## src/logic/tomasulo_pkg.sv

```systemverilog
// Tomasulo FP core shared definitions
// data and register widths, instruction word layout,
// unit latencies, station depths and the opcode encoding
package tomasulo_pkg;

  // register and bus value
  typedef logic [31:0] data_t;

  // register number, r0 is the constant zero register
  typedef logic [2:0] reg_idx_t;

  // raw instruction word
  // [11:9] opcode, [8:6] dest, [5:3] src a, [2:0] src b
  typedef logic [11:0] instr_t;

  // opcodes known to the core, anything else decodes as nop
  typedef enum logic [2:0] {
    op_nop   = 3'd0,
    op_addf  = 3'd3,
    op_multf = 3'd4
  } opcode_e;

  // register file size, including r0
  localparam int NUM_REGS = 8;

  // value loaded into r1..r7 at reset
  localparam data_t REG_RESET_VALUE = 32'd1;

  // cycles from accept to result in each unit
  localparam int ADD_LATENCY = 3;
  localparam int MUL_LATENCY = 5;

  // entries per reservation station
  localparam int ADD_RS_DEPTH = 3;
  localparam int MUL_RS_DEPTH = 2;

endpackage

```

## src/logic/cdb_arbiter.sv

```systemverilog
// Common data bus arbiter
// grants one pending unit result per cycle, multiply over add,
// and drives the winner onto the registered common data bus
// as a single-cycle pulse
`timescale 1ns/1ps

module cdb_arbiter import tomasulo_pkg::*; (
  input  logic     clk,
  input  logic     rst_n,
  input  logic     add_res_valid,
  input  reg_idx_t add_res_reg,
  input  data_t    add_res_value,
  input  logic     mul_res_valid,
  input  reg_idx_t mul_res_reg,
  input  data_t    mul_res_value,
  output logic     add_grant,
  output logic     mul_grant,
  output logic     cdb_valid,
  output reg_idx_t cdb_reg,
  output data_t    cdb_value
);

  // fixed priority, add waits whenever multiply is ready
  assign mul_grant = mul_res_valid;
  assign add_grant = add_res_valid && !mul_res_valid;

  always_ff @(posedge clk) begin
    if (!rst_n) begin
      cdb_valid <= 1'b0;
    end else begin
      cdb_valid <= mul_grant || add_grant;
    end
  end

  // bus payload follows the grant, ignored while cdb_valid is low
  always_ff @(posedge clk) begin
    if (mul_grant) begin
      cdb_reg   <= mul_res_reg;
      cdb_value <= mul_res_value;
    end else if (add_grant) begin
      cdb_reg   <= add_res_reg;
      cdb_value <= add_res_value;
    end
  end

endmodule

```

## config.mk

```make
export PLATFORM = sky130hd
export DESIGN_NAME = cdb_arbiter
export DESIGN_NICKNAME = d
export VERILOG_FILES = /design/src/logic/tomasulo_pkg.sv /design/src/logic/cdb_arbiter.sv
export SDC_FILE = /design/constraint.sdc
export NUM_CORES = 1
export LEC_CHECK = 0
export ABC_AREA = 1
export BUFFER_PORTS_ARGS = -buffer_cell sky130_fd_sc_hd__buf_4
export CORE_ASPECT_RATIO = 1.5
export CORE_UTILIZATION = 41
export CTS_CLUSTER_DIAMETER = 30
export DETAILED_ROUTE_END_ITERATION = 10
export MAX_ROUTING_LAYER = met4
export PLACE_DENSITY = 0.84
export SETUP_SLACK_MARGIN = 0.05
export SYNTH_ARGS = -nofsm -noshare
export SYNTH_HDL_FRONTEND = slang
export SYNTH_SLANG_ARGS = --single-unit
```

## constraint.sdc

```tcl
create_clock -name clk -period 1.7 [get_ports clk]
set_input_delay 0.17 -clock clk [delete_from_list [all_inputs] [get_ports clk]]
set_output_delay 0.17 -clock clk [all_outputs]
set_load 0.02 [all_outputs]
```

# == Word level (Yosys, flattened, before mapping) ==
# Index checks and enable logic that the tools add are counted.
# Widths: inputs -> output; s select.
# op_classes
order_cmp,0
add_sub_neg,0
n_reduce_logical,4
n_mux,4
mul,0
shifts,0
div,0
bitwise_logic,0
n_eq_ne,0
# ops
cell,count
$mux 32,2
$mux 3,2
$reduce_bool 2->1,1
$logic_and 1x1->1,1
$logic_not 1->1,1
$logic_or 1x1->1,1
# totals
mem_bits_ro,0
ramBits,0
word_cells,11
n_memories,0
latchBits,0
out_inout_bits,38
reg_bits,36

# == Depth between registers and ports, before layout ==
# depth
word_depth,4
depth_mapped,4

# == Worst setup path after synthesis ==
# OpenSTA, ideal clock, no wires.
# synth_timing
kind,input to register
start,input mul_res_valid
end,register cdb_reg[0] (enable)
setup_slack_ns,0.257
cell_stages,3
t_arrival_ns,1.054
required_ns,1.310
setup_ns,0.390
path_cell_list,buf_6 > nor2_1 > inv_1
# synth_between
elab_chain_len,3
# synth_rtl
item,line,text
"start, declared",cdb_arbiter.sv:13,"input logic mul_res_valid,"
$logic_not 1->1,cdb_arbiter.sv:25,assign add_grant = add_res_valid && !mul_res_valid;
$logic_and 1x1->1,cdb_arbiter.sv:25,
$reduce_bool 2->1 (no line) (*),--,
"end signal, assigned",cdb_arbiter.sv:38,cdb_reg <= mul_res_reg;
"end signal, assigned",cdb_arbiter.sv:41,cdb_reg <= add_res_reg;
"end, declared",cdb_arbiter.sv:19,"output reg_idx_t cdb_reg,"
# Every way passes the cells marked *; elsewhere a longest branch is shown, timed or not.
# A chain may end at the register's enable or synchronous reset.

# == Final worst setup path ==
# layout_timing
start,register cdb_value[11]
end,output cdb_value[11]
# layout_rtl
item,line,text
"start, declared",cdb_arbiter.sv:20,output data_t cdb_value
"start signal, assigned",cdb_arbiter.sv:39,cdb_value <= mul_res_value;
"start signal, assigned",cdb_arbiter.sv:42,cdb_value <= add_res_value;
# No word-level cell between the ends.

==> results.cfg <==
[run_status]
status = completed

[sta]
hold_viol_final = 0
drv_slew = 0
rsz0062_at_grt = false
hold_ws_ns = 0.103
maxSlewHeadroom_pct = 61.9
setup_violations = 0
worst_slack_ns = 0.679
worstMarginPinSlew_ns = 0.570
min_period_ns = 1.02
fmax_ghz = 0.979
timing.final.crit_share_pct = 60.1
fin_tns_setup_ns = 0

[cells_and_area]
nets = 343
syn2layout_area_growth_pct = 58.2
diodes = 0
drive_gt1_share_pct = 48.5
final_area_sq_mm = 0.00253
n_fill_cell = 297
largest_reg_flops = 32
final_core_util_pct = 68.1

[floorplan]
dieArea_sq_mm = 0.00416
fp.coreArea_sq_mm = 0.00372
rows = 27
die_w_um = 53.0
dieHeight_um = 78.5
io-pin-count = 112
initial_core_util_pct = 43.1

[setup_path]
crit_path_top_delay_cell = edfxtp_1
end_kind = output port
cp.depth = 1
required_ns = 1.53
critical_path.cell_chain = buf_4
critPathBufInv = 1
max_stage_delay_ns = 0.39
path_delay_family = flip-flops
cp_max_fo = 1
start_kind = register
worst-setup-path-type = register to output port
cp_data_arrival_time_ns = 0.85

[logic_synthesis]
syn_nets = 230
synthFlopType = edfxtp_1
async_flop_share_pct = 0
synth.ff_latch_count = 36
synth_area_sq_mm = 0.00160
yosys-top-cells-area = edfxtp_1 66%, nand2_1 23%, nand2_2 3.5%
yosysMostFrequentCell = nand2_1
yosysSeqAreaShare_pct = 66.9
synthTopCellsByCount = 96 x nand2_1, 35 x edfxtp_1, 9 x nand2_2
yosys.area.top_type_share_pct = 65.7
syn_area_per_cell_sq_um = 10.3
synth.distinct_cells = 12
synth_edf_count = 35
yosys.area.top_type = edfxtp_1
syn_inst = 156
yosys_warnings = 0

[placement]
placed_area_sq_mm = 0.00242
dpl_worst_slack_ns = 0.419
gp_congestion = 0.855
io_buffers = 111
dp_hpwl_um = 2940

[drt]
viasPerCell = 4.60
drt-wirelength-per-cell_um = 12.7
drc = 0
firstDrtPassIters = 4
drt-total-wl_um = 3970
antenna_left = 0
vias = 1439
drt_iter0_drc = 43

[clock_tree]
root_buffer = clkbuf_8
clockBufferDepth = 2
ctsHtreeMaxLevel = 2
cts_tree = done
cts_resized = 0
clkTransAtPathRegs_ns = 0.07
cts_hold_buffers = 0
numCtsBuffers = 5
postCtsSetupBuffers = 0
cts_sinks = 36

[power]
power.leakage_nw = 1.31
peakVddDrop_v = 0.000774
power_density_mw_per_mm2 = 938

[global_route]
grt_start_max_net_pins = 36
antenna_found_initial = 0
first_global_vias = 1407
grt_pass1_wl_um = 6230
track_usage_pct = 21.7
grt-ovfl-total = 0

[hold_path]
hold_path_depth = 3
hold_class = primary input to register

[job]
drv_cap = 0
-- cell families after synthesis --
| logic type | Yosys count | share of synthesized area, % |
|---|---|---|
| and+or+nand+nor | 108 | 26.7 |
| DFF | 36 | 66.9 |
| buffers and inverters | 12 | 6.33 |
-- final timing paths --
| kind | from | to | slack (ns) |
|---|---|---|---|
| worst min-delay path | rst_n | cdb_valid$_SDFF_PN0_ | 0.10 |
| worst max-delay path | cdb_value[11]$_DFFE_PP_ | cdb_value[11] | 0.68 |
-- cell type report --
class | instances | area (sq um) | share of cell area (%)
clock buffers | 6 | 72.6 | 2.87
clock inverters | 2 | 35.0 | 1.38
flip-flops and latches | 36 | 1070 | 42.3
multi-input cells | 108 | 428 | 16.9
inverters | 4 | 15.0 | 0.593
repair buffers | 114 | 856 | 33.8
well taps | 43 | 53.8 | 2.13
-- where the power goes --
group	switching (mW)	internal (mW)	leakage [nW]
combinational	0.268	0.257	0.883
sequential	0.0278	1.08	0.369
clock	0.301	0.435	0.0552
-- cell usage in the layout, fill, tap and decap left out --
cell       netlist  routed
buf_4            2     114
nand2_1         96      96
edfxtp_1        35      35
nand2_2          9       9
clkbuf_8         0       5
inv_1            3       3
nor2_1           3       3
inv_2            1       1
dfxtp_1          1       1
clkinv_2         0       1
bufinv_16        0       1
clkbuf_1         0       1
-- stage by stage --
stage,power (mW),std cells
2_1_floorplan,1.37,156
4_1_cts,2.40,313
3_5_place_dp,1.66,305
5_1_grt,2.47,313
3_3_place_gp,1.65,305
6_report,2.37,313
-- per-layer routing --
layer	part of all wire, %	up-vias	track usage (%)	wire, um
met2	55	65	37.0	2190
li1	-	717	-	-
met5	0	-	-	0
met4	3.0	0	11.3	120
met1	36	648	22.1	1410
met3	6.3	9	5.43	250
(Power assumes the default switching activity.)
