[src/logic/tomasulo_pkg.sv]
// Tomasulo FP core shared definitions
// data and register widths, instruction word layout,
// unit latencies, station depths and the opcode encoding
package tomasulo_pkg;

  // register and bus value
  typedef logic [31:0] data_t;

  // register number, r0 is the constant zero register
  typedef logic [2:0] reg_idx_t;

  // raw instruction word
  // [11:9] opcode, [8:6] dest, [5:3] src a, [2:0] src b
  typedef logic [11:0] instr_t;

  // opcodes known to the core, anything else decodes as nop
  typedef enum logic [2:0] {
    op_nop   = 3'd0,
    op_addf  = 3'd3,
    op_multf = 3'd4
  } opcode_e;

  // register file size, including r0
  localparam int NUM_REGS = 8;

  // value loaded into r1..r7 at reset
  localparam data_t REG_RESET_VALUE = 32'd1;

  // cycles from accept to result in each unit
  localparam int ADD_LATENCY = 3;
  localparam int MUL_LATENCY = 5;

  // entries per reservation station
  localparam int ADD_RS_DEPTH = 3;
  localparam int MUL_RS_DEPTH = 2;

endpackage

[src/logic/reg_status_file.sv]
// Register file with busy status
// r1..r7 are writable from the common data bus, r0 reads zero;
// each register has a busy bit set at dispatch and cleared on
// its broadcast; all read ports are combinational
`timescale 1ns/1ps

module reg_status_file import tomasulo_pkg::*; (
  input  logic     clk,
  input  logic     rst_n,
  input  reg_idx_t a_addr,
  input  reg_idx_t b_addr,
  input  reg_idx_t dest_addr,
  input  reg_idx_t rd_addr,
  input  logic     mark_valid,
  input  reg_idx_t mark_reg,
  input  logic     cdb_valid,
  input  reg_idx_t cdb_reg,
  input  data_t    cdb_value,
  output data_t    a_value,
  output data_t    b_value,
  output logic     a_busy,
  output logic     b_busy,
  output logic     dest_busy,
  output data_t    rd_data
);

  // entry 0 is reset to zero and never written
  data_t               regs [NUM_REGS];
  logic [NUM_REGS-1:0] busy;

  always_ff @(posedge clk) begin
    if (!rst_n) begin
      for (int i = 0; i < NUM_REGS; i++) begin
        regs[i] <= (i == 0) ? '0 : REG_RESET_VALUE;
      end
      busy <= '0;
    end else begin
      // broadcast writes the value and retires the producer
      if (cdb_valid && (cdb_reg != '0)) begin
        regs[cdb_reg] <= cdb_value;
        busy[cdb_reg] <= 1'b0;
      end
      // new producer claims the register
      if (mark_valid && (mark_reg != '0)) begin
        busy[mark_reg] <= 1'b1;
      end
    end
  end

  // operand ports for decode
  assign a_value = regs[a_addr];
  assign b_value = regs[b_addr];
  assign a_busy  = busy[a_addr];
  assign b_busy  = busy[b_addr];

  // hazard check on the destination
  assign dest_busy = busy[dest_addr];

  // inspection port
  assign rd_data = regs[rd_addr];

endmodule

[config.mk]
export PLATFORM = sky130hd
export DESIGN_NAME = reg_status_file
export DESIGN_NICKNAME = d
export VERILOG_FILES = /design/src/logic/tomasulo_pkg.sv /design/src/logic/reg_status_file.sv
export SDC_FILE = /design/constraint.sdc
export NUM_CORES = 1
export LEC_CHECK = 0
export BUFFER_PORTS_ARGS = -buffer_cell sky130_fd_sc_hd__buf_4
export CORE_MARGIN = 1.5
export CORE_UTILIZATION = 25
export CTS_CLUSTER_DIAMETER = 80
export DETAILED_ROUTE_END_ITERATION = 6
export GPL_TIMING_DRIVEN = 0
export PLACE_DENSITY = 0.38
export SLEW_MARGIN = 20
export SYNTH_ARGS = -nofsm -noshare
export SYNTH_HDL_FRONTEND = slang
export SYNTH_SLANG_ARGS = --single-unit
export TNS_END_PERCENT = 5
[constraint.sdc]
create_clock -name clk -period 6.3 [get_ports clk]
set_input_delay 0.63 -clock clk [delete_from_list [all_inputs] [get_ports clk]]
set_output_delay 0.63 -clock clk [all_outputs]
set_load 0.005 [all_outputs]
======== After elaboration in Yosys (flattened, before gate mapping) ========
Memory sizes are Yosys's and may differ from the RTL's.
Cells that the tools add are included.
word-level totals
  bits in registers ....................... 8
  bits in writable memories ............... 256
  bits of input ports ..................... 54
  output and inout port bits .............. 99
  word-level logic and storage cells ...... 39
  memories ................................ 1
operators by class
  $lt $le $gt $ge ......................... 7
  multiplexer cells ....................... 20
  bitwise gates (word level) .............. 3
  reduce and logical (&&, ||, !) cells .... 7
memory list
  memory  words  width  read ports  clocked after memory_dff  wr ports  RTL line               RTL
  regs    8      32     3           0                         8         reg_status_file.sv:28  data_t regs [NUM_REGS];
operators by type and width
  cell                  number
  $mux W32              1
  $reduce_or A32 Y1     1
  $mux W8               3
  $lt A3 B4 Y1 const B  5
  $mux W1               10
  $bmux W1 S3           3
  $and A8 B8 Y8         1
  $not A8 Y8            1
  $or A8 B8 Y8          1
  $demux W1 S3          2
  $ge A3 B1 Y1 const B  2
  $reduce_bool A3 Y1    2
  $logic_and A1 B1 Y1   4
  $mux W3               1

======== Longest topological paths before layout ========
  depth in word-level cells ............... 10
  gate-level depth with buffers ........... 4
  gate-level depth less buffers ........... 3

======== Worst setup path before layout ========
Ideal clock, no wire load.
  kind .................................... input to register
  start point ............................. input cdb_valid
  end point ............................... memory regs[4][0] (netlist bit), enable pin
  library setup time ...................... 0.473 ns
  arrival time ............................ 3.188 ns
  data required time ...................... 5.827 ns
  setup slack ............................. 2.639 ns
  stages on the path ...................... 2
  path buffers ............................ 0
  cells stage by stage .................... nand2_1 -> o31ai_1
RTL lines
  what                RTL line               RTL
  start: declaration  reg_status_file.sv:16  input logic cdb_valid,
  end: declaration    reg_status_file.sv:28

======== Worst setup path in the final report ========
  start point ............................. input rd_addr[2]
  end point ............................... output rd_data[13]
on the way
  word-level cells in the longest chain between the ends .. 1
RTL lines
  what                RTL line               RTL
  start: declaration  reg_status_file.sv:13  input reg_idx_t rd_addr,
  $mem_v2 Z8 W32      -
  end: declaration    reg_status_file.sv:24  output data_t rd_data
No other way between the ends.

==> results.cfg <==
[placement]
port-buffer-count = 143
place_inst = 1933
globalplace.congestion = 0.7323
dp_hpwl_um = 37250

[critical_path]
critPathMaxFanout = 10
slowest_delay_ps = 810
crit_type = in -> out
cp-end-kind = output pin
crit_path_start_kind = primary input
crit_slowest_cell = clkbuf_1
crit_path_cell_trace = buf_2 -> clkbuf_1 -> mux4_2 -> mux2_2 -> buf_4
arrival_ps = 2640
r2r.worst_path.cells = 2
cp.required_ps = 5670

[global_routing]
antenna_found_initial = 1
grtUsageTotal = 0.1765
grt_max_degree = 34
grt_pass1_wl_um = 78020
overflow = 0
grt_pass1_vias = 10180

[status]
status = finished clean

[synthesis]
syn_avg_cell_area_um2 = 17.16
synth-edff-count = 256
netlist_instances = 905
syn-cell-area_um2 = 15530
ys_ff_latch = 264
synth_largest_area_cell = edfxtp_1
synth_cell_types = 25
synth_area_leaders = edfxtp_1, mux4_2, and2_1
synthArstFlopShare = 0
yosys.area.top_type_share = 0.4950
synth-main-ff-cell = edfxtp_1
ys_seq_area_frac = 0.5054
synth_warnings = 0

[finish]
nets = 1188
fillers = 6070
final_common_cell = edfxtp_1
regArea_um2 = 7848
antenna_cells = 0
mostFrequentLayoutCells = edfxtp_1, and2_1, mux4_2
synthToLayoutAreaGrowth_pct = 24.52
multi_input_area_um2 = 7406
finish.utilization = 0.3139
drive_gt1_frac = 0.4586
final_cells = 1997

[sta]
fin_hold_ws_ps = 319.5
final.setup_skew_ps = 0
finalHoldViolCount = 0
slew_headroom = 0.2734
period_share = 0.5185
setup_viol = 0
tightest_slew_ps = 1090
timing.fmax_mhz = 306.1
rsz0062_at_grt = false
fin_crit_ps = 3266
drv_slew = 0

[pwr]
ir_drop_mv = 0.1755
p_leak_nw = 6.724
combPwrFrac = 0.178
p_clk_frac = 0.390
p_seq_frac = 0.431
switching_power_mw = 1.281
power_mw = 4.933
p_per_area_nw_per_um2 = 255.1
swShare = 0.2596
internal_power_mw = 3.652

[clocking]
clk_pin_slew_ps = 50
clk_path_buf_depth = 3
clock-sinks = 264
hold_buffers = 0
cts_setup_buffers = 0
cts_tree = done
numCtsBuffers = 36
clock_latency_ps = 540
htree_levels = 2
post_cts_resized = 0
cts-root-buf = clkbuf_16

[die]
die_height_um = 252.2
floorplan.initialDensity = 0.2521
core_um2 = 61600
fp.dieArea_um2 = 63620
pin_count = 153
rows = 91
die_w_um = 252.2

[route]
first_pass_iters = 5
routed_via_density = 4.664
drc_errors = 0
totalWireLength_um = 55460
vias = 9314
drt.antenna.violating_nets = 0
wl_per_cell_um = 27.77
drt-initial-drc-count = 572

[min_path]
hold_path.class = in -> reg
whs_path_depth = 2

[flow_run]
max-cap-violations = 0
power groups by stage:
stage          clock network, mW  registers [mW]  logic (mW)
2_1_floorplan                  0            2.14       0.474
3_3_place_gp                   0            2.18       0.855
3_5_place_dp                   0            2.16       0.897
4_1_cts                     1.99            2.13       0.901
5_1_grt                     2.04            2.15       0.936
6_report                    1.93            2.13       0.880
path summary, 6_finish.rpt:
check | start | end | slack [ps]
hold reg to reg | busy[4]$_SDFF_PN0_ | busy[4]$_SDFF_PN0_ | 510
setup / recovery | rd_addr[2] | rd_data[13] | 3030
hold / removal | mark_reg[1] | busy[4]$_SDFF_PN0_ | 320
setup reg to reg | busy[3]$_SDFF_PN0_ | busy[3]$_SDFF_PN0_ | 5640
worst max-delay path, delay by kind of cell:
| family | cells | cell delay [ps] |
|---|---|---|
| buffers and inverters | 3 | 1240 |
| multiplexers | 2 | 740 |
state kept, by name, indices dropped and copies added, names as in the netlist:
name and flops:
busy 8, regs 256
per-layer routing:
metal,GRT usage,vias up,routed length [um]
li1,-,4102,-
met1,0.2288,4900,24100
met2,0.3009,240,27640
met3,0.03522,70,2602
met4,0.04568,2,1102
met5,0,-,13
final cells by class:
class                   count  area share
plain buffers              76     0.02297
repair buffers            160     0.07674
flip-flops and latches    264      0.4059
clock inverters            17    0.005759
multi-input cells         588      0.3830
inverters                   8    0.001682
clock buffers              47     0.04983
well taps                 837     0.05416
metrics by stage:
| step | cell area (um^2) | setup slack [ps] | TNS, ps |
|---|---|---|---|
| finish | 19340 | 3034 | 0 |
| global route | 19340 | 3000 | 0 |
| CTS | 19330 | 3026 | 0 |
| detailed placement | 18260 | 3030 | 0 |
| global placement | 17770 | -1541 | -284810 |
| floorplan | 15650 | 2639 | 0 |
Yosys cell counts, types with 2 or more instances:
cell type	n
edfxtp_1	256
and2_1	218
buf_2	13
o32ai_1	2
mux2_2	99
nand2_1	4
or3_1	7
mux4_1	10
nand2b_1	5
buf_6	14
o21ai_0	6
nand3_1	2
buf_1	3
inv_1	8
clkbuf_1	43
mux4_2	188
buf_12	2
nor2_1	6
o22ai_1	5
nand3b_1	2
dfxtp_1	8
logic make-up (layout without fill, tap and decap cells):
group	count (synthesis)	after routing	synth area share
flops	264	264	0.5054
mux	297	297	0.3614
simple gates	245	245	0.09701
compound gates	14	14	0.005560
other cells	1	32	0.0002415
buf+inv	84	308	0.03046
(Power assumes the default switching activity.)
