File: config.mk
export PLATFORM = sky130hd
export DESIGN_NAME = issue_decode
export DESIGN_NICKNAME = d
export VERILOG_FILES = /design/src/logic/tomasulo_pkg.sv /design/src/logic/issue_decode.sv
export SDC_FILE = /design/constraint.sdc
export NUM_CORES = 1
export LEC_CHECK = 0
export BUFFER_PORTS_ARGS = -buffer_cell sky130_fd_sc_hd__buf_4
export CAP_MARGIN = 30
export CORE_AREA = 4 4 67 69
export CTS_CLUSTER_DIAMETER = 100
export DETAILED_ROUTE_END_ITERATION = 8
export DIE_AREA = 0 0 71 73
export PLACE_DENSITY = 0.83
export RECOVER_POWER = 50
export SLEW_MARGIN = 20
export SYNTH_ARGS = -nofsm -noshare
export SYNTH_HDL_FRONTEND = slang
export SYNTH_SLANG_ARGS = --single-unit
File: constraint.sdc
create_clock -name clk -period 2 [get_ports clk]
set_clock_uncertainty 0.05 [all_clocks]
set_input_delay 0.3 -clock clk [delete_from_list [all_inputs] [get_ports clk]]
set_output_delay 0.3 -clock clk [all_outputs]
set_load 0.02 [all_outputs]
File: src/logic/tomasulo_pkg.sv
// Tomasulo FP core shared definitions
// data and register widths, instruction word layout,
// unit latencies, station depths and the opcode encoding
package tomasulo_pkg;

  // register and bus value
  typedef logic [31:0] data_t;

  // register number, r0 is the constant zero register
  typedef logic [2:0] reg_idx_t;

  // raw instruction word
  // [11:9] opcode, [8:6] dest, [5:3] src a, [2:0] src b
  typedef logic [11:0] instr_t;

  // opcodes known to the core, anything else decodes as nop
  typedef enum logic [2:0] {
    op_nop   = 3'd0,
    op_addf  = 3'd3,
    op_multf = 3'd4
  } opcode_e;

  // register file size, including r0
  localparam int NUM_REGS = 8;

  // value loaded into r1..r7 at reset
  localparam data_t REG_RESET_VALUE = 32'd1;

  // cycles from accept to result in each unit
  localparam int ADD_LATENCY = 3;
  localparam int MUL_LATENCY = 5;

  // entries per reservation station
  localparam int ADD_RS_DEPTH = 3;
  localparam int MUL_RS_DEPTH = 2;

endpackage

File: src/logic/issue_decode.sv
// Instruction issue and decode
// acknowledges instructions on a four-phase req/ack port,
// stalls on a full station or a busy destination,
// and dispatches accepted ADDF/MULTF to the matching station
`timescale 1ns/1ps

module issue_decode import tomasulo_pkg::*; (
  input  logic     clk,
  input  logic     rst_n,
  input  logic     instr_req,
  input  instr_t   instr,
  output logic     instr_ack,
  input  logic     add_full,
  input  logic     mul_full,
  output reg_idx_t a_addr,
  output reg_idx_t b_addr,
  output reg_idx_t dest_addr,
  input  data_t    a_value,
  input  data_t    b_value,
  input  logic     a_busy,
  input  logic     b_busy,
  input  logic     dest_busy,
  output logic     add_disp_valid,
  output logic     mul_disp_valid,
  output opcode_e  disp_op,
  output reg_idx_t disp_dest,
  output reg_idx_t disp_a_reg,
  output reg_idx_t disp_b_reg,
  output data_t    disp_a_value,
  output data_t    disp_b_value,
  output logic     disp_a_busy,
  output logic     disp_b_busy,
  output logic     mark_valid,
  output reg_idx_t mark_reg
);

  opcode_e dec_op;
  logic    dest_zero;
  logic    station_ok;
  logic    accept;
  logic    dispatch;

  // field split, register file reads go straight out
  assign dest_addr = instr[8:6];
  assign a_addr    = instr[5:3];
  assign b_addr    = instr[2:0];
  assign dest_zero = (dest_addr == '0);

  // unknown codes behave as nop
  always_comb begin
    case (instr[11:9])
      op_addf:  dec_op = op_addf;
      op_multf: dec_op = op_multf;
      default:  dec_op = op_nop;
    endcase
  end

  // nop needs no station slot
  always_comb begin
    case (dec_op)
      op_addf:  station_ok = !add_full;
      op_multf: station_ok = !mul_full;
      default:  station_ok = 1'b1;
    endcase
  end

  // hold off while the destination still waits for a result,
  // so a register has at most one producer in flight
  assign accept = instr_req && !instr_ack && station_ok && (dest_zero || !dest_busy);

  // results for r0 are dropped, so such work is never dispatched
  assign dispatch       = accept && (dec_op != op_nop) && !dest_zero;
  assign add_disp_valid = dispatch && (dec_op == op_addf);
  assign mul_disp_valid = dispatch && (dec_op == op_multf);

  assign disp_op      = dec_op;
  assign disp_dest    = dest_addr;
  assign disp_a_reg   = a_addr;
  assign disp_b_reg   = b_addr;
  assign disp_a_value = a_value;
  assign disp_b_value = b_value;
  assign disp_a_busy  = a_busy;
  assign disp_b_busy  = b_busy;

  // destination turns busy on the dispatch edge
  assign mark_valid = dispatch;
  assign mark_reg   = dest_addr;

  // ack register is the whole handshake state
  always_ff @(posedge clk) begin
    if (!rst_n) begin
      instr_ack <= 1'b0;
    end else if (accept) begin
      instr_ack <= 1'b1;
    end else if (instr_ack && !instr_req) begin
      // requester released, close the handshake
      instr_ack <= 1'b0;
    end
  end

endmodule

---- Yosys cells after proc, flatten, opt, wreduce, memory -nomap -nowiden ----
Index checks and enable logic that the tools add are counted.
Widths: inputs -> output; s select.
storage, ports and cells
  register bits ........................... 1
  bits of input ports ..................... 84
  word-level logic and storage cells ...... 27
cells by class
  eq/ne operators ......................... 4
  mux-type cells .......................... 4
  reduce and logical (&&, ||, !) cells .... 18
operators by type and width
  kind                count
  $logic_and 1x1->1   8
  $eq 3x2->1 const B  2
  $eq 3x3->1 const B  2
  $logic_not 1->1     6
  $pmux 3 s2          1
  $logic_not 3->1     1
  $reduce_bool 3->1   1
  $mux 1              2
  $pmux 1 s2          1
  $reduce_bool 2->1   1
  $logic_or 1x1->1    1

---- Longest topological paths before layout ----
Gate-level depths: netlist (run 1).
  word-level depth ........................ 9
  mapped depth ............................ 3

---- Worst setup path after synthesis (run 1) ----
No wires, ideal clock.
  path kind ............................... input to output
  from .................................... in instr[11]
  to ...................................... out add_disp_valid
  data arrival time ....................... 1.466 ns
  required time ........................... 1.650 ns
  slack ................................... 0.184 ns
  stages .................................. 3
  path buffers ............................ 0
  path through ............................ and3b_4 a22o_1 nor4_1
on the way
  longest elaborated chain between the ends .. 9
  elaborated cells on any way between the ends .. 12
  classes of those cells .................. eq/ne (4); mux (2); reduce/logical (6)
RTL lines
  item                                      line                                    RTL
  start, declared                           issue_decode.sv:11                      input instr_t instr,
  $eq 3x3->1 or $eq 3x2->1 (tied branches)  issue_decode.sv:51                      case (instr[11:9])
  $pmux 3 s2 *                              issue_decode.sv:51
  $eq 3x3->1 or $eq 3x2->1 (tied branches)  issue_decode.sv:60, issue_decode.sv:73
  $pmux 1 s2                                issue_decode.sv:60                      case (dec_op)
  $logic_and 1x1->1 (2 in a row)            issue_decode.sv:69                      assign accept = instr_req && !instr_ack && station_ok && (dest_zero || !dest_busy);
  $logic_and 1x1->1 (2 in a row)            issue_decode.sv:72                      assign dispatch = accept && (dec_op != op_nop) && !dest_zero;
  $logic_and 1x1->1 *                       issue_decode.sv:73                      assign add_disp_valid = dispatch && (dec_op == op_addf);
  end, declared                             issue_decode.sv:23                      output logic add_disp_valid,
Every way passes the cells marked *; elsewhere a longest branch is shown, timed or not.

---- Worst setup path in the final report (run 1) ----
  from .................................... in instr[10]
  to ...................................... out add_disp_valid
Same word-level chain as after synthesis.

==> impl_metrics.toml, run 1 <==
[run_status]
outcome = "completed"

[place]
placed_area_um2 = 387
port_buffers = 27
gp_congestion = 0.598

[logic_synthesis]
synth_async_sr_flop_share_pct = 0
synth.net_count = 187
synthMostInstantiatedCell = "buf_4"
synth_seq_area_share_pct = 2.56
synthTopCellsByCount = "buf_4, nor2_1, nor3_1"
yosysWarnings = 0
netlist.area_leader.share_pct = 84.5
yosysTopAreaCell = "buf_4"
syn_area_um2 = 782
synth_edf_count = 0
synth_area_leaders = "buf_4, dfxtp_1, and3b_4"
synth_cell_types = 14
synth_area_per_cell_um2 = 7.59
synth_ff_type = "dfxtp_1"
synthCells = 103
ys_ff_latch = 1

[route]
vias = 345
drt-pass1-iter-count = 4
drc = 0
wl_per_cell_um = 13.9
wl_mm = 1.28
avgViaCountPerCell = 3.75
ant_nets = 0
drt_iter0_drc = 5

[global_routing]
overflow = 0
grt_pass1_wl_mm = 1.79
grt_pass1_vias = 394
grt_util_all_layers_pct = 4.20
grt_start_max_net_pins = 6
antenna_found_initial = 0

[power_and_ir_drop]
leakagePower_nw = 0.179
p_per_area_mw_per_mm2 = 253
power_w = 0.0000979
ir_worst_vdd_mv = 0.109

[setup_path]
cp-end-kind = "primary output"
crit_arrival_ns = 1.31
required_ns = 1.65
cp_max_fo = 5
r2r_slack_ns = 1.32
cp-start-kind = "input pin"
critical_path_class = "in2out"

[cells_and_area]
design_area_um2 = 387
largest_register = "instr_ack"
area_growth_pct = -50.6
nNetsFinal = 128
largest_reg_flops = 1
multi_input_area_um2 = 97.6
post_route_cells_drive_above_1_share_pct = 71.4
n_fill_cell = 490
final_util_pct = 9.88
seqCellArea_um2 = 20.0
n_antenna_cell = 0
top_regs = "instr_ack: 1 flops"

[floorplan]
initial_utilization_pct = 20.0
die_y_um = 73
dieArea_mm2 = 0.00518
die-width_um = 71
fp-row-count = 23
core_mm2 = 0.00391
ios = 178

[cts]
cts_setup_buffers = 0
postCtsHoldBufs = 0
clk_pin_slew_ns = 0
cts_resized = 0
clk_latency_ns = 0

[worst_hold_path]
worstHoldPathType = "reg2reg"

[sta]
tightest_slew_ns = 0.339
report.final.hold_viol_count = 0
final_max_slew_viol_count = 0
setup_viol = 0
relSlewSlack_pct = 77.3
rsz0062_at_grt = "false"
fmaxAchievable_mhz = 603
holdWs_ns = 0.467
fin_crit_ns = 1.66
setup_tns_ns = 0
finalCritPeriodShare_pct = 82.9

[run]
maxCapViolations = 0
[through the flow]
stage	worst slack (ns)	cells
after detailed placement	0.350	92
after global placement	0.324	92
final	0.341	92
after CTS	0.336	92
after global routing	0.294	92
after floorplan	0.184	103
[layout make-up]
type / instances / share of cell area [%]
tap: 50 / 16.2
timing repair buffer: 27 / 52.4
multi-input combinational: 13 / 25.2
inverter: 1 / 0.971
sequential: 1 / 5.18
[path summary, 6_finish.rpt]
check | start | to | cells after the start
max reg2reg | instr_ack | instr_ack | 1
min | instr_ack | instr_ack | 1
max | instr[10] | add_disp_valid | 5
min reg2reg | instr_ack | instr_ack | 1
[layer usage]
layer / vias up / track usage (%) / share of wire (%)
li1: 116 / - / -
met1: 121 / 2.53 / 22
met2: 65 / 4.74 / 33
met3: 43 / 4.13 / 26
met4: 0 / 8.35 / 19
met5: - / 0 / 0
[cells by family (layout without fill, tap and decap cells)]
group           after synthesis  count (layout)  share of synthesized area [%]
flops                         1               1                           2.56
compound gates                3               3                           3.68
simple gates                 10              10                           8.80
buf+inv                      89              28                           85.0
[cell usage in the layout, fill, tap and decap left out, drive strengths merged]
master,count
inv,1
nor4,1
nor3,2
nor3b,1
and3b,1
dfxtp,1
buf,27
o211a,1
or3,1
nand3,1
nor2,2
a22o,1
nand2,1
a222oi,1
[power by group]
| group | switching, W | internal (W) | total [W] |
|---|---|---|---|
| Combinational | 0.0000373 | 0.0000383 | 0.0000756 |
| Sequential | 0.000000798 | 0.0000215 | 0.0000223 |
| Clock | 0 | 0 | 0 |
[critical path, stage by stage]
cell and delay [ns]:
buf_4 0.12, and3b_4 0.20, a22o_1 0.26, nor4_1 0.24, buf_4 0.19
(Power assumes the default switching activity.)
==> inputs of run 2 (changes only) <==
Clock period 2 ns to 1.6 ns, I/O delays scaled along.
==> run 2 against run 1 <==
  * Sequential share of layout area fell by 0.082 points
  * Critical path depth did not move
  * First-iteration DRC count fell by 20%
  * Sequential power rose by 26%
  * Flip-flop and latch count did not move
  * Worst hold slack got worse by 0.037 ns
  * Core utilization rose by 0.16 points
  * Critical endpoint unchanged
  * Largest power group unchanged
==> impl_metrics.toml, run 2 (same netlist as run 1, synthesis figures left out) <==
[run_status]
outcome = "completed"

[sta]
relSlewSlack_pct = 75.1
rsz0062_at_grt = "false"
setup_viol = 0
fmaxAchievable_mhz = 654
final_max_slew_viol_count = 0
holdWs_ns = 0.430
finalCritPeriodShare_pct = 95.5
fin_crit_ns = 1.53
setup_tns_ns = 0
final.setup.worst_slack_ns = 0.0716
report.final.hold_viol_count = 0
tightest_slew_ns = 0.371

[run]
maxCapViolations = 0

[setup_path]
worst_path_max_delay_cell = "a22o_1"
crit_chain = "buf_4 -> and3b_4 -> a22o_1 -> nor4_2 -> buf_4"
crit_arrival_ns = 1.24
required_ns = 1.31
critical-path-max-stage-delay_ns = 0.27
worst-r2r-cell-count = 1
r2r_end = "instr_ack"
cp_num_buf_inv = 2
critical_path_class = "in2out"
cp_max_fo = 5
cp-start-kind = "input pin"
r2r_slack_ns = 0.89
cp-end-kind = "primary output"
crit_family = "simple AND/OR/NAND/NOR gates"
path_common_cell = "buf_4"
crit_cells = 5
worstReg2RegStart = "instr_ack"

[place]
port_buffers = 27
gp_congestion = 0.515
dp_slack_ns = 0.0692
dp_hpwl_mm = 1.20

[cts]
cts_setup_buffers = 0
postCtsHoldBufs = 0
cts_resized = 0
clk_latency_ns = 0

[power_and_ir_drop]
ir_worst_vdd_mv = 0.136
leakagePower_nw = 0.180
p_per_area_mw_per_mm2 = 320

[worst_hold_path]
min_from = "a_busy"
whs_path_depth = 0
worstHoldPathType = "in2out"
min_to = "disp_a_busy"

[route]
wl_mm = 1.45
wl_per_cell_um = 15.7
drc = 0
vias = 328
avgViaCountPerCell = 3.57
ant_nets = 0
drt-pass1-iter-count = 4
drt_iter0_drc = 4

[cells_and_area]
layout_commonest_cell = "buf_4"
post_route_cells_drive_above_1_share_pct = 73.8
area_growth_pct = -49.8
n_antenna_cell = 0
top_regs = "instr_ack: 1 flops"
nNetsFinal = 128
largest_reg_flops = 1
final_cell_mix = "buf_4, nor2_1, nor3_1"
largest_register = "instr_ack"

[global_routing]
antenna_found_initial = 0
overflow = 0
grt_util_all_layers_pct = 4.78
grt_pass1_vias = 383
grt_start_max_net_pins = 6
grt_pass1_wl_mm = 1.99

[floorplan]
fp-row-count = 23
core_mm2 = 0.00391
dieArea_mm2 = 0.00518
ios = 178
initial_utilization_pct = 20.0
die_y_um = 73
die-width_um = 71
-- run 2: cell counts in the layout (fill, tap and decap cells not counted) --
Identical to the previous run, type by type.
-- run 2: worst max-delay path by stage --
| stage | from | to | slack [ns] |
|---|---|---|---|
| final | instr[10] | add_disp_valid | 0.07 |
| after global routing | instr[10] | add_disp_valid | 0.03 |
| after CTS | instr[10] | add_disp_valid | 0.07 |
| after detailed placement | instr[10] | add_disp_valid | 0.07 |
| after global placement | instr[10] | add_disp_valid | 0.11 |
| after floorplan | instr[9] | mul_disp_valid | 0.02 |
-- run 2: metrics by stage --
stage          instance area [µm²]  util, %  power, W  instances
2_1_floorplan                  788        -  0.000371        103
3_3_place_gp                   393     10.0  0.000125         92
3_5_place_dp                   393     10.0  0.000126         92
4_1_cts                        393     10.0  0.000126         92
5_1_grt                        393     10.0  0.000132         92
6_report                       393     10.0  0.000126         92
-- run 2: area by class of cell --
cell class | count | area (µm²)
Inverter | 1 | 3.75
Fill cell | 487 | 3520
Multi-Input combinational cell | 13 | 104
Sequential cell | 1 | 20.0
Tap cell | 50 | 62.6
Timing Repair Buffer | 27 | 203
-- run 2: power breakdown --
| group | switching [W] | internal, W |
|---|---|---|
| Combinational | 0.0000493 | 0.0000482 |
| Sequential | 0.00000123 | 0.0000269 |
| Clock | 0 | 0 |
-- run 2: per-layer routing --
metal | part of all wire [%] | track usage (%)
met4 | 20 | 10.4
met1 | 22 | 3.44
met3 | 23 | 3.44
met5 | 0 | 0
met2 | 35 | 5.15
