### src/logic/tomasulo_pkg.sv
// Tomasulo FP core shared definitions
// data and register widths, instruction word layout,
// unit latencies, station depths and the opcode encoding
package tomasulo_pkg;

  // register and bus value
  typedef logic [31:0] data_t;

  // register number, r0 is the constant zero register
  typedef logic [2:0] reg_idx_t;

  // raw instruction word
  // [11:9] opcode, [8:6] dest, [5:3] src a, [2:0] src b
  typedef logic [11:0] instr_t;

  // opcodes known to the core, anything else decodes as nop
  typedef enum logic [2:0] {
    op_nop   = 3'd0,
    op_addf  = 3'd3,
    op_multf = 3'd4
  } opcode_e;

  // register file size, including r0
  localparam int NUM_REGS = 8;

  // value loaded into r1..r7 at reset
  localparam data_t REG_RESET_VALUE = 32'd1;

  // cycles from accept to result in each unit
  localparam int ADD_LATENCY = 3;
  localparam int MUL_LATENCY = 5;

  // entries per reservation station
  localparam int ADD_RS_DEPTH = 3;
  localparam int MUL_RS_DEPTH = 2;

endpackage

### src/logic/fp_exec_unit.sv
// FP execution unit
// accepts one operation when idle, computes ADDF or MULTF,
// and presents the result LATENCY cycles later, holding it
// until the bus arbiter grants it
`timescale 1ns/1ps

module fp_exec_unit import tomasulo_pkg::*; #(
  parameter int LATENCY = 3
) (
  input  logic     clk,
  input  logic     rst_n,
  input  logic     ex_valid,
  input  opcode_e  ex_op,
  input  reg_idx_t ex_dest,
  input  data_t    ex_a,
  input  data_t    ex_b,
  input  logic     res_grant,
  output logic     idle,
  output logic     res_valid,
  output reg_idx_t res_reg,
  output data_t    res_value
);

  localparam int CNT_W = (LATENCY > 1) ? $clog2(LATENCY) : 1;

  logic             busy;
  logic [CNT_W-1:0] cnt;
  logic             accept;
  data_t            result;

  assign idle   = !busy;
  assign accept = ex_valid && idle;

  // ADDF wraps, MULTF keeps the low word of the product
  always_comb begin
    case (ex_op)
      op_addf:  result = ex_a + ex_b;
      op_multf: result = ex_a * ex_b;
      default:  result = '0;
    endcase
  end

  always_ff @(posedge clk) begin
    if (!rst_n) begin
      busy      <= 1'b0;
      res_valid <= 1'b0;
      cnt       <= '0;
    end else if (accept) begin
      busy <= 1'b1;
      cnt  <= CNT_W'(LATENCY - 1);
    end else if (busy && !res_valid) begin
      // count down the pipeline depth
      if (cnt == '0) begin
        res_valid <= 1'b1;
      end else begin
        cnt <= cnt - 1'b1;
      end
    end else if (res_valid && res_grant) begin
      // result is on its way to the bus, free the unit
      res_valid <= 1'b0;
      busy      <= 1'b0;
    end
  end

  // result payload captured at accept
  always_ff @(posedge clk) begin
    if (accept) begin
      res_reg   <= ex_dest;
      res_value <= result;
    end
  end

endmodule

### config.mk
export PLATFORM = sky130hd
export DESIGN_NAME = fp_exec_unit
export DESIGN_NICKNAME = d
export VERILOG_FILES = /design/src/logic/tomasulo_pkg.sv /design/src/logic/fp_exec_unit.sv
export SDC_FILE = /design/constraint.sdc
export NUM_CORES = 1
export LEC_CHECK = 0
export BUFFER_PORTS_ARGS = -buffer_cell sky130_fd_sc_hd__buf_2
export CORE_ASPECT_RATIO = 1.1
export CORE_MARGIN = 5
export CORE_UTILIZATION = 40
export CTS_BUF_LIST = sky130_fd_sc_hd__clkbuf_4
export DETAILED_ROUTE_END_ITERATION = 10
export GPL_ROUTABILITY_DRIVEN = 1
export SLEW_MARGIN = 20
export SYNTH_ARGS = -nofsm -noshare
export SYNTH_HDL_FRONTEND = slang
export SYNTH_SLANG_ARGS = --single-unit
export TNS_END_PERCENT = 20
### constraint.sdc
create_clock -name clk -period 9.3 [get_ports clk]
set_input_delay 0 -clock clk [delete_from_list [all_inputs] [get_ports clk]]
set_output_delay 0 -clock clk [all_outputs]
set_load 0.005 [all_outputs]
After elaboration in Yosys (flattened, before gate mapping)
Cells that the tools add are included.

word-level totals
  memory bits (writable) = 0
  output and inout bits = 37
  memories = 0
  logic and storage cells = 40
  bits in latches = 0
  bits in read-only memories = 0
  bits in registers = 39
  bits of input ports = 74

operators by class
  shifts and indexed selects = 0
  $lt $le $gt $ge = 0
  $add $sub $neg = 2
  multiplexer cells = 9
  eq/ne operators = 5
  bitwise operators = 3
  reductions and logical operators = 14
  divide/modulo/power cells = 0
  multipliers = 1

operator list
  operator                                                                  count
  32-bit one-hot mux with 2 select lines                                    1
  32-bit adder                                                              1
  32-bit by 32-bit multiplier with 32-bit output                            1
  2-bit 2-to-1 mux                                                          3
  2-bit AND reduction                                                       3
  2-bit nonzero test                                                        3
  1-bit 2-to-1 mux                                                          5
  2-bit inequality test (second input constant)                             2
  3-bit by 2-bit equality test with 1-bit output (second input constant)    1
  3-bit equality test (second input constant)                               1
  1-bit logical AND                                                         3
  1-bit inverter                                                            3
  3-bit AND reduction                                                       1
  1-bit zero test                                                           2
  2-bit zero test                                                           1
  2-bit by 1-bit inequality test with 1-bit output (second input constant)  1
  2-bit OR reduction                                                        1
  2-bit by 1-bit subtractor with 2-bit output (second input constant)       1

Depth between registers and ports, before layout
Gate-level depths: netlist of the first run.

  word-level depth = 4
  mapped depth = 27
  depth with buffers taken out = 25

Least setup slack after synthesis of the first run
Ideal clock, no wire load.

  path kind = input to register
  from = in ex_a[12]
  to = reg res_value[29], data pin
  arrival = 6.631 ns
  stages on the path = 25
  path slack = 2.410 ns
  setup time = 0.259 ns
  path buffers = 2
  data required time = 9.041 ns
  cell sequence = clkbuf_1 > clkbuf_1 > and2_1 > fa_1 > fa_1 > fa_1 > inv_1 > fa_1 > inv_1 > fa_1 > inv_1 > fa_1 > inv_1 > fa_1 > fa_1 > ha_1 > a21o_1 > a21o_1 > a221oi_1 > a31oi_1 > a221oi_1 > o21ai_1 > xnor2_1 > o22ai_1 > a211o_1

between the ends
  word-level cells in the longest chain between the ends = 2
  elaborated cells between the ends (all ways) = 3
  those cells by class = add/sub: 1; mul: 1; mux: 1

RTL lines
  what                                                                                   line                                    RTL
  start, declared                                                                        fp_exec_unit.sv:15                      input data_t ex_a,
  32-bit by 32-bit multiplier with 32-bit output / 32-bit adder (equally long branches)  fp_exec_unit.sv:38, fp_exec_unit.sv:37
  32-bit one-hot mux with 2 select lines (*)                                             fp_exec_unit.sv:36                      case (ex_op)
  via result[29]                                                                         fp_exec_unit.sv:29                      data_t result;
  end signal, assigned                                                                   fp_exec_unit.sv:69                      res_value <= result;
  end, declared                                                                          fp_exec_unit.sv:21                      output data_t res_value

The timed path passes the listed nets; every way through them passes the cells marked *.
A chain may end at the register's enable or synchronous reset.

Final worst setup path of the first run
  from = in ex_b[7]
  to = reg res_value[29], data pin

between the ends
  word-level cells in the longest chain between the ends = 2
  elaborated cells between the ends (all ways) = 3
  those cells by class = add/sub: 1; mul: 1; mux: 1

RTL lines
  what                                                                                   line                                    RTL
  start, declared                                                                        fp_exec_unit.sv:16                      input data_t ex_b,
  32-bit by 32-bit multiplier with 32-bit output / 32-bit adder (equally long branches)  fp_exec_unit.sv:38, fp_exec_unit.sv:37
  32-bit one-hot mux with 2 select lines (*)                                             fp_exec_unit.sv:36
  via result[29]                                                                         fp_exec_unit.sv:29

Marked as above.

==> results of run 1 <==
==> placed cells by master, fill, tap and decap left out, types with 7 or more instances in the layout <==
master / instances
a21o_1: 23
a21oi_1: 41
and2_1: 304
and3_1: 7
buf_2: 110
dlygate4sd3_1: 7
edfxtp_1: 35
fa_1: 409
ha_1: 154
inv_1: 390
nand2_1: 243
nand2b_1: 8
nand3_1: 8
nor2_1: 29
nor3_1: 7
o21a_1: 10
o21ai_0: 29
o22ai_1: 20
xnor2_1: 76
xor2_1: 32
==> logic make-up after synthesis <==
| group | synth area share |
|---|---|
| mux | 0.00216 |
| fa+ha+maj | 0.545 |
| flops | 0.0609 |
| buf+inv | 0.0969 |
| xor+xnor | 0.0510 |
| compound gates | 0.0654 |
| simple gates | 0.179 |
==> metal layers <==
layer,global-route usage,part of all wire
met3,0.0274,0.052
met1,0.268,0.39
met2,0.392,0.51
met4,0.0803,0.047
met5,0,0
==> repair_timing <==
action / 4_1_cts / 5_1_grt
endpoints found under the setup margin: 0 / 0
hold buffers: 7 / 0
endpoints found under the hold margin: 7 / 0
==> critical path: cells and delay by family <==
family          cells  cell delay (ns)
fa+ha+maj           9             4.22
buf+inv             5             0.74
xor+xnor            1             0.16
simple gates        1             0.24
compound gates      8             1.88
==> layout make-up <==
cell class	instances	area [um^2]
inverters	390	1460
fillers	4538	26000
clock inverters	3	43.8
repair buffers	124	693
diodes	2	5.00
multi-input cells	1494	15600
flip-flops and latches	39	1130
well taps	588	736
clock buffers	5	37.5
==> worst paths after layout <==
check	slack, ns	from	cells after the start	endpoint
hold / removal	0.11	ex_a[31]	4	res_value[31]$_DFFE_PP_
setup reg to reg	7.84	busy$_SDFFE_PN0P_	2	res_value[17]$_DFFE_PP_
hold reg to reg	0.52	cnt[0]$_SDFFE_PP0P_	2	cnt[0]$_SDFFE_PP0P_
setup / recovery	2.21	ex_b[7]	24	res_value[29]$_DFFE_PP_
==> per-stage QoR <==
stage	util	instance area, um^2	hold slack, ns
2_1_floorplan	-	18600	0.0989
3_3_place_gp	0.428	19600	0.177
3_5_place_dp	0.428	19600	0.180
4_1_cts	0.431	19700	0.109
5_1_grt	0.432	19700	0.132
6_report	0.432	19800	0.112
==> flow_summary_export.csv, run 1 <==
group,metric,value,unit
synth,yosysWarnings,0,
synth,ys.flop_type,"edfxtp_1",
clock_tree,insertion_delay,0.41,ns
die,num_rows,82,
setup_path,startpoint_type,"primary input",
global_routing,gr-total-overflow,0,
clock_tree,ctsResizeCount,0,
synth,ys_ff_latch,39,
die,die_w,215,um
clock_tree,cts_tree,"done",
global_routing,grt_pass1_vias,15200,
route,drt_iter0_drc,763,
synth,synth_top_area_share,0.441,
route,viasPerCell,5.27,
synth,postSynthAreaPerCell,9.23,um^2
setup_path,worst_path_most_repeated_cell,"fa_1",
timing,slew_headroom,0.455,
placed_design,io_buffers,110,
route,vias,13900,
global_routing,grt_pass1_wl,86200,um
setup_path,worstPathArrival,7.28,ns
placed_design,hpwl,43300,um
synth,post_synth_num_cell_types,64,
timing,worst_pin_slew,0.818,ns
synth,syn_area,18600,um^2
finish,nets,2691,
die,dieArea,50800,um^2
timing,setup_violations,0,
min_path,hold_path_class,"in -> reg",
finish,largest_reg_flops,32,
global_routing,grt_antenna_before_repair,1,
die,io_pins,111,
synth,synth_cells,2012,
clock_tree,cts_max_level,2,
setup_path,crit_path_top_delay_cell,"buf_2",
setup_path,cp_cell_sequence,"buf_2, and2_1, fa_1, fa_1, fa_1, inv_1, fa_1, inv_1, fa_1, inv_1, fa_1, inv_1, fa_1, fa_1, ha_1, a21o_1, a21o_1, a211oi_1, a31oi_1, a221oi_1, o21ai_1, xnor2_1, o22ai_1, a211o_1",
timing,hold_viol,0,
route,drcViolationCount,0,
route,first_pass_iters,5,
synth,synth_area_leaders,"fa_1 44%, ha_1 10%, and2_1 10%",
synth,ys_top_cells_by_count,"409 x fa_1, 390 x inv_1, 304 x and2_1, 243 x nand2_1, 154 x ha_1",
outcome,status,"finished, final reports clean",
setup_path,cpPeakStageDelay,0.53,ns
global_routing,track_usage,0.218,
synth,syn_nets,2649,
route,drt_wl_total,54700,um
route,ant_nets,0,
clock_tree,clock_path_buffers,2,
synth,yosysMostFrequentCell,"fa_1",
synth,yosysTopAreaCell,"fa_1",
finish,synthToLayoutAreaGrowth,6.40,%
timing,fmax,0.141,GHz
timing,min_period,7.09,ns
clock_tree,cts-root-buf,"clkbuf_4",
clock_tree,cts_buffers,5,
placed_design,post-place-ws,1.79,ns
finish,drive_above_1_share,0.0681,
placed_design,globalplace.congestion,0.883,
placed_design,dp.cells,2627,
clock_tree,cts.sinks,39,
setup_path,path_class,"in -> reg",
die,core,45800,um^2
route,routedWlPerCell,20.7,um
timing,tns,0,ns
clock_tree,path_clk_slew,0.15,ns
die,start_util,0.406,
timing,final.setup.worst_slack,2.21,ns
synth,async_reset_ff_frac,0,
timing,fin_skew,0.0185,ns
die,die_h,236,um
synth,yosysSeqAreaShare,0.0609,
setup_path,critPathMaxFanout,25,
timing,grt_setup_unrepaired,"false",
setup_path,cp-end-kind,"register",
job,maxCapViolCount,0,
synth,synth_edf_count,35,
global_routing,grt_max_degree,38,
finish,finalNonFillerCells,2645,
timing,final_max_slew_viol_count,0,
setup_path,required,9.49,ns
timing,post-route-period-util,0.762,
clock_tree,post_cts_buffers,0,
Power of run 1 is left out: the tool's default activity adds up to more than one toggle a clock period on the data nets, which glitch-free logic cannot reach.
==> run 2: changes to the inputs <==
- clock period: 9.3 -> 7.1 ns (I/O delays scaled with it)
==> run 2 against run 1 <==
Effect of this change: critical path depth is 1 higher; sequential share of layout area is 0.12 points lower; global-route usage is 1.2 points higher; hold slack worse by 0.073 ns; first-iteration DRC count is 3.1% lower; register-to-register slack worse by 2.4 ns; clock skew is 0.010 ns lower; setup slack worse by 1.8 ns; via count is 1.7% higher; critical endpoint unchanged; largest cell class unchanged.
==> flow_summary_export.csv, run 2 (same netlist as run 1, synthesis figures left out) <==
group,metric,value,unit
setup_path,cp-end-kind,"register",
route,vias,14200,
die,start_util,0.406,
timing,final_max_slew_viol_count,0,
clock_tree,path_clk_slew,0.15,ns
timing,fmax,0.150,GHz
timing,min_period,6.69,ns
setup_path,required,7.25,ns
global_routing,track_usage,0.230,
route,viasPerCell,5.25,
placed_design,hpwl,48500,um
setup_path,worst_r2r_path_depth,4,
route,drcViolationCount,0,
finish,synthToLayoutAreaGrowth,8.64,%
timing,worst_pin_slew,1.07,ns
clock_tree,clock_path_buffers,2,
min_path,hold_path_class,"in -> reg",
placed_design,globalplace.congestion,0.990,
clock_tree,cts_tree,"done",
route,routedWlPerCell,21.2,um
route,drt_iter0_drc,739,
setup_path,r2r_start,"busy$_SDFFE_PN0P_",
timing,tns,0,ns
setup_path,rr_endpoint,"res_valid$_SDFFE_PN0P_",
die,io_pins,111,
route,drt_wl_total,57400,um
clock_tree,cts-root-buf,"clkbuf_4",
die,die_h,236,um
finish,antenna_cells,0,
timing,post-route-period-util,0.942,
clock_tree,cts_buffers,5,
setup_path,startpoint_type,"primary input",
route,first_pass_iters,4,
setup_path,startpoint,"ex_b[7]",
die,die_w,215,um
setup_path,reg2reg_slack,5.41,ns
global_routing,grt_max_degree,38,
timing,grt_setup_unrepaired,"false",
timing,setup_violations,0,
finish,drive_above_1_share,0.0950,
placed_design,io_buffers,110,
outcome,status,"finished, final reports clean",
clock_tree,cts.sinks,39,
finish,fillers,4550,
timing,fin_skew,0.00835,ns
finish,nets,2751,
timing,slew_headroom,0.282,
global_routing,grt_pass1_vias,15900,
finish,layout_commonest_cell,"fa_1",
finish,layout_common_cells,"409 x fa_1, 390 x inv_1, 304 x and2_1",
clock_tree,insertion_delay,0.38,ns
clock_tree,ctsResizeCount,0,
die,dieArea,50800,um^2
setup_path,cp-endpoint,"res_value[29]$_DFFE_PP_",
die,num_rows,82,
global_routing,grt_antenna_before_repair,0,
setup_path,path_class,"in -> reg",
finish,largest_reg_flops,32,
global_routing,gr-total-overflow,0,
route,ant_nets,0,
job,maxCapViolCount,0,
die,core,45800,um^2
setup_path,worstPathArrival,6.84,ns
setup_path,critPathMaxFanout,17,
clock_tree,cts_max_level,2,
global_routing,grt_pass1_wl,91200,um
timing,hold_viol,0,
-- run 2: what timing repair did --
item,CTS,global route
hold buffers,6,0
endpoints found under the hold margin,7,0
buffers inserted,0,0
-- run 2: area by class of cell --
class	instances	area (um^2)	share of cell area
timing repair buffer	184	1130	0.0562
sequential	39	1130	0.0561
clock buffer	5	37.5	0.00186
tap	588	736	0.0365
multi-input combinational	1494	15600	0.776
clock inverter	3	23.8	0.00118
inverter	390	1460	0.0726
-- run 2: routing by layer --
layer	routed length [um]	track usage
met1	22500	0.285
met2	29900	0.415
met3	2520	0.0262
met4	2470	0.0809
met5	0	0
-- run 2: worst min-delay path by stage --
| stage | start | endpoint | slack, ns | depth (start not counted) |
|---|---|---|---|---|
| after detailed placement | ex_dest[1] | res_reg[1]$_DFFE_PP_ | 0.18 | 1 |
| after floorplan | ex_dest[0] | res_reg[0]$_DFFE_PP_ | 0.1 | 0 |
| after global routing | ex_valid | cnt[0]$_SDFFE_PP0P_ | 0.08 | 4 |
| after global placement | ex_dest[1] | res_reg[1]$_DFFE_PP_ | 0.18 | 1 |
| final | ex_valid | cnt[0]$_SDFFE_PP0P_ | 0.04 | 4 |
| after CTS | ex_valid | cnt[0]$_SDFFE_PP0P_ | 0.03 | 4 |
-- run 2: stage by stage --
step / setup WS [ns] / cells / utilization / hold slack (ns) / cell area (um^2)
4_1_cts: 0.442 / 2703 / 0.441 / 0.0286 / 20200
2_1_floorplan: 0.210 / 2012 / - / 0.0989 / 18600
5_1_grt: 0.0591 / 2703 / 0.441 / 0.0842 / 20200
3_3_place_gp: 0.0697 / 2689 / 0.438 / 0.177 / 20000
6_report: 0.411 / 2703 / 0.441 / 0.0389 / 20200
3_5_place_dp: 0.0392 / 2689 / 0.438 / 0.181 / 20000
-- run 2: critical path, stage by stage --
cell	delay, ns
buf_2	0.32
and2_1	0.21
fa_1	0.45
fa_1	0.49
fa_1	0.52
inv_1	0.05
fa_1	0.48
inv_1	0.05
fa_1	0.50
inv_1	0.05
fa_1	0.53
inv_1	0.05
fa_1	0.50
fa_1	0.42
ha_1	0.30
a21o_1	0.16
a21o_1	0.18
a211oi_1	0.25
a31oi_1	0.17
a221oi_1	0.33
buf_4	0.17
o21ai_1	0.07
xnor2_1	0.15
o22ai_1	0.10
a211o_1	0.31
Power of run 2 is left out for the same reason.
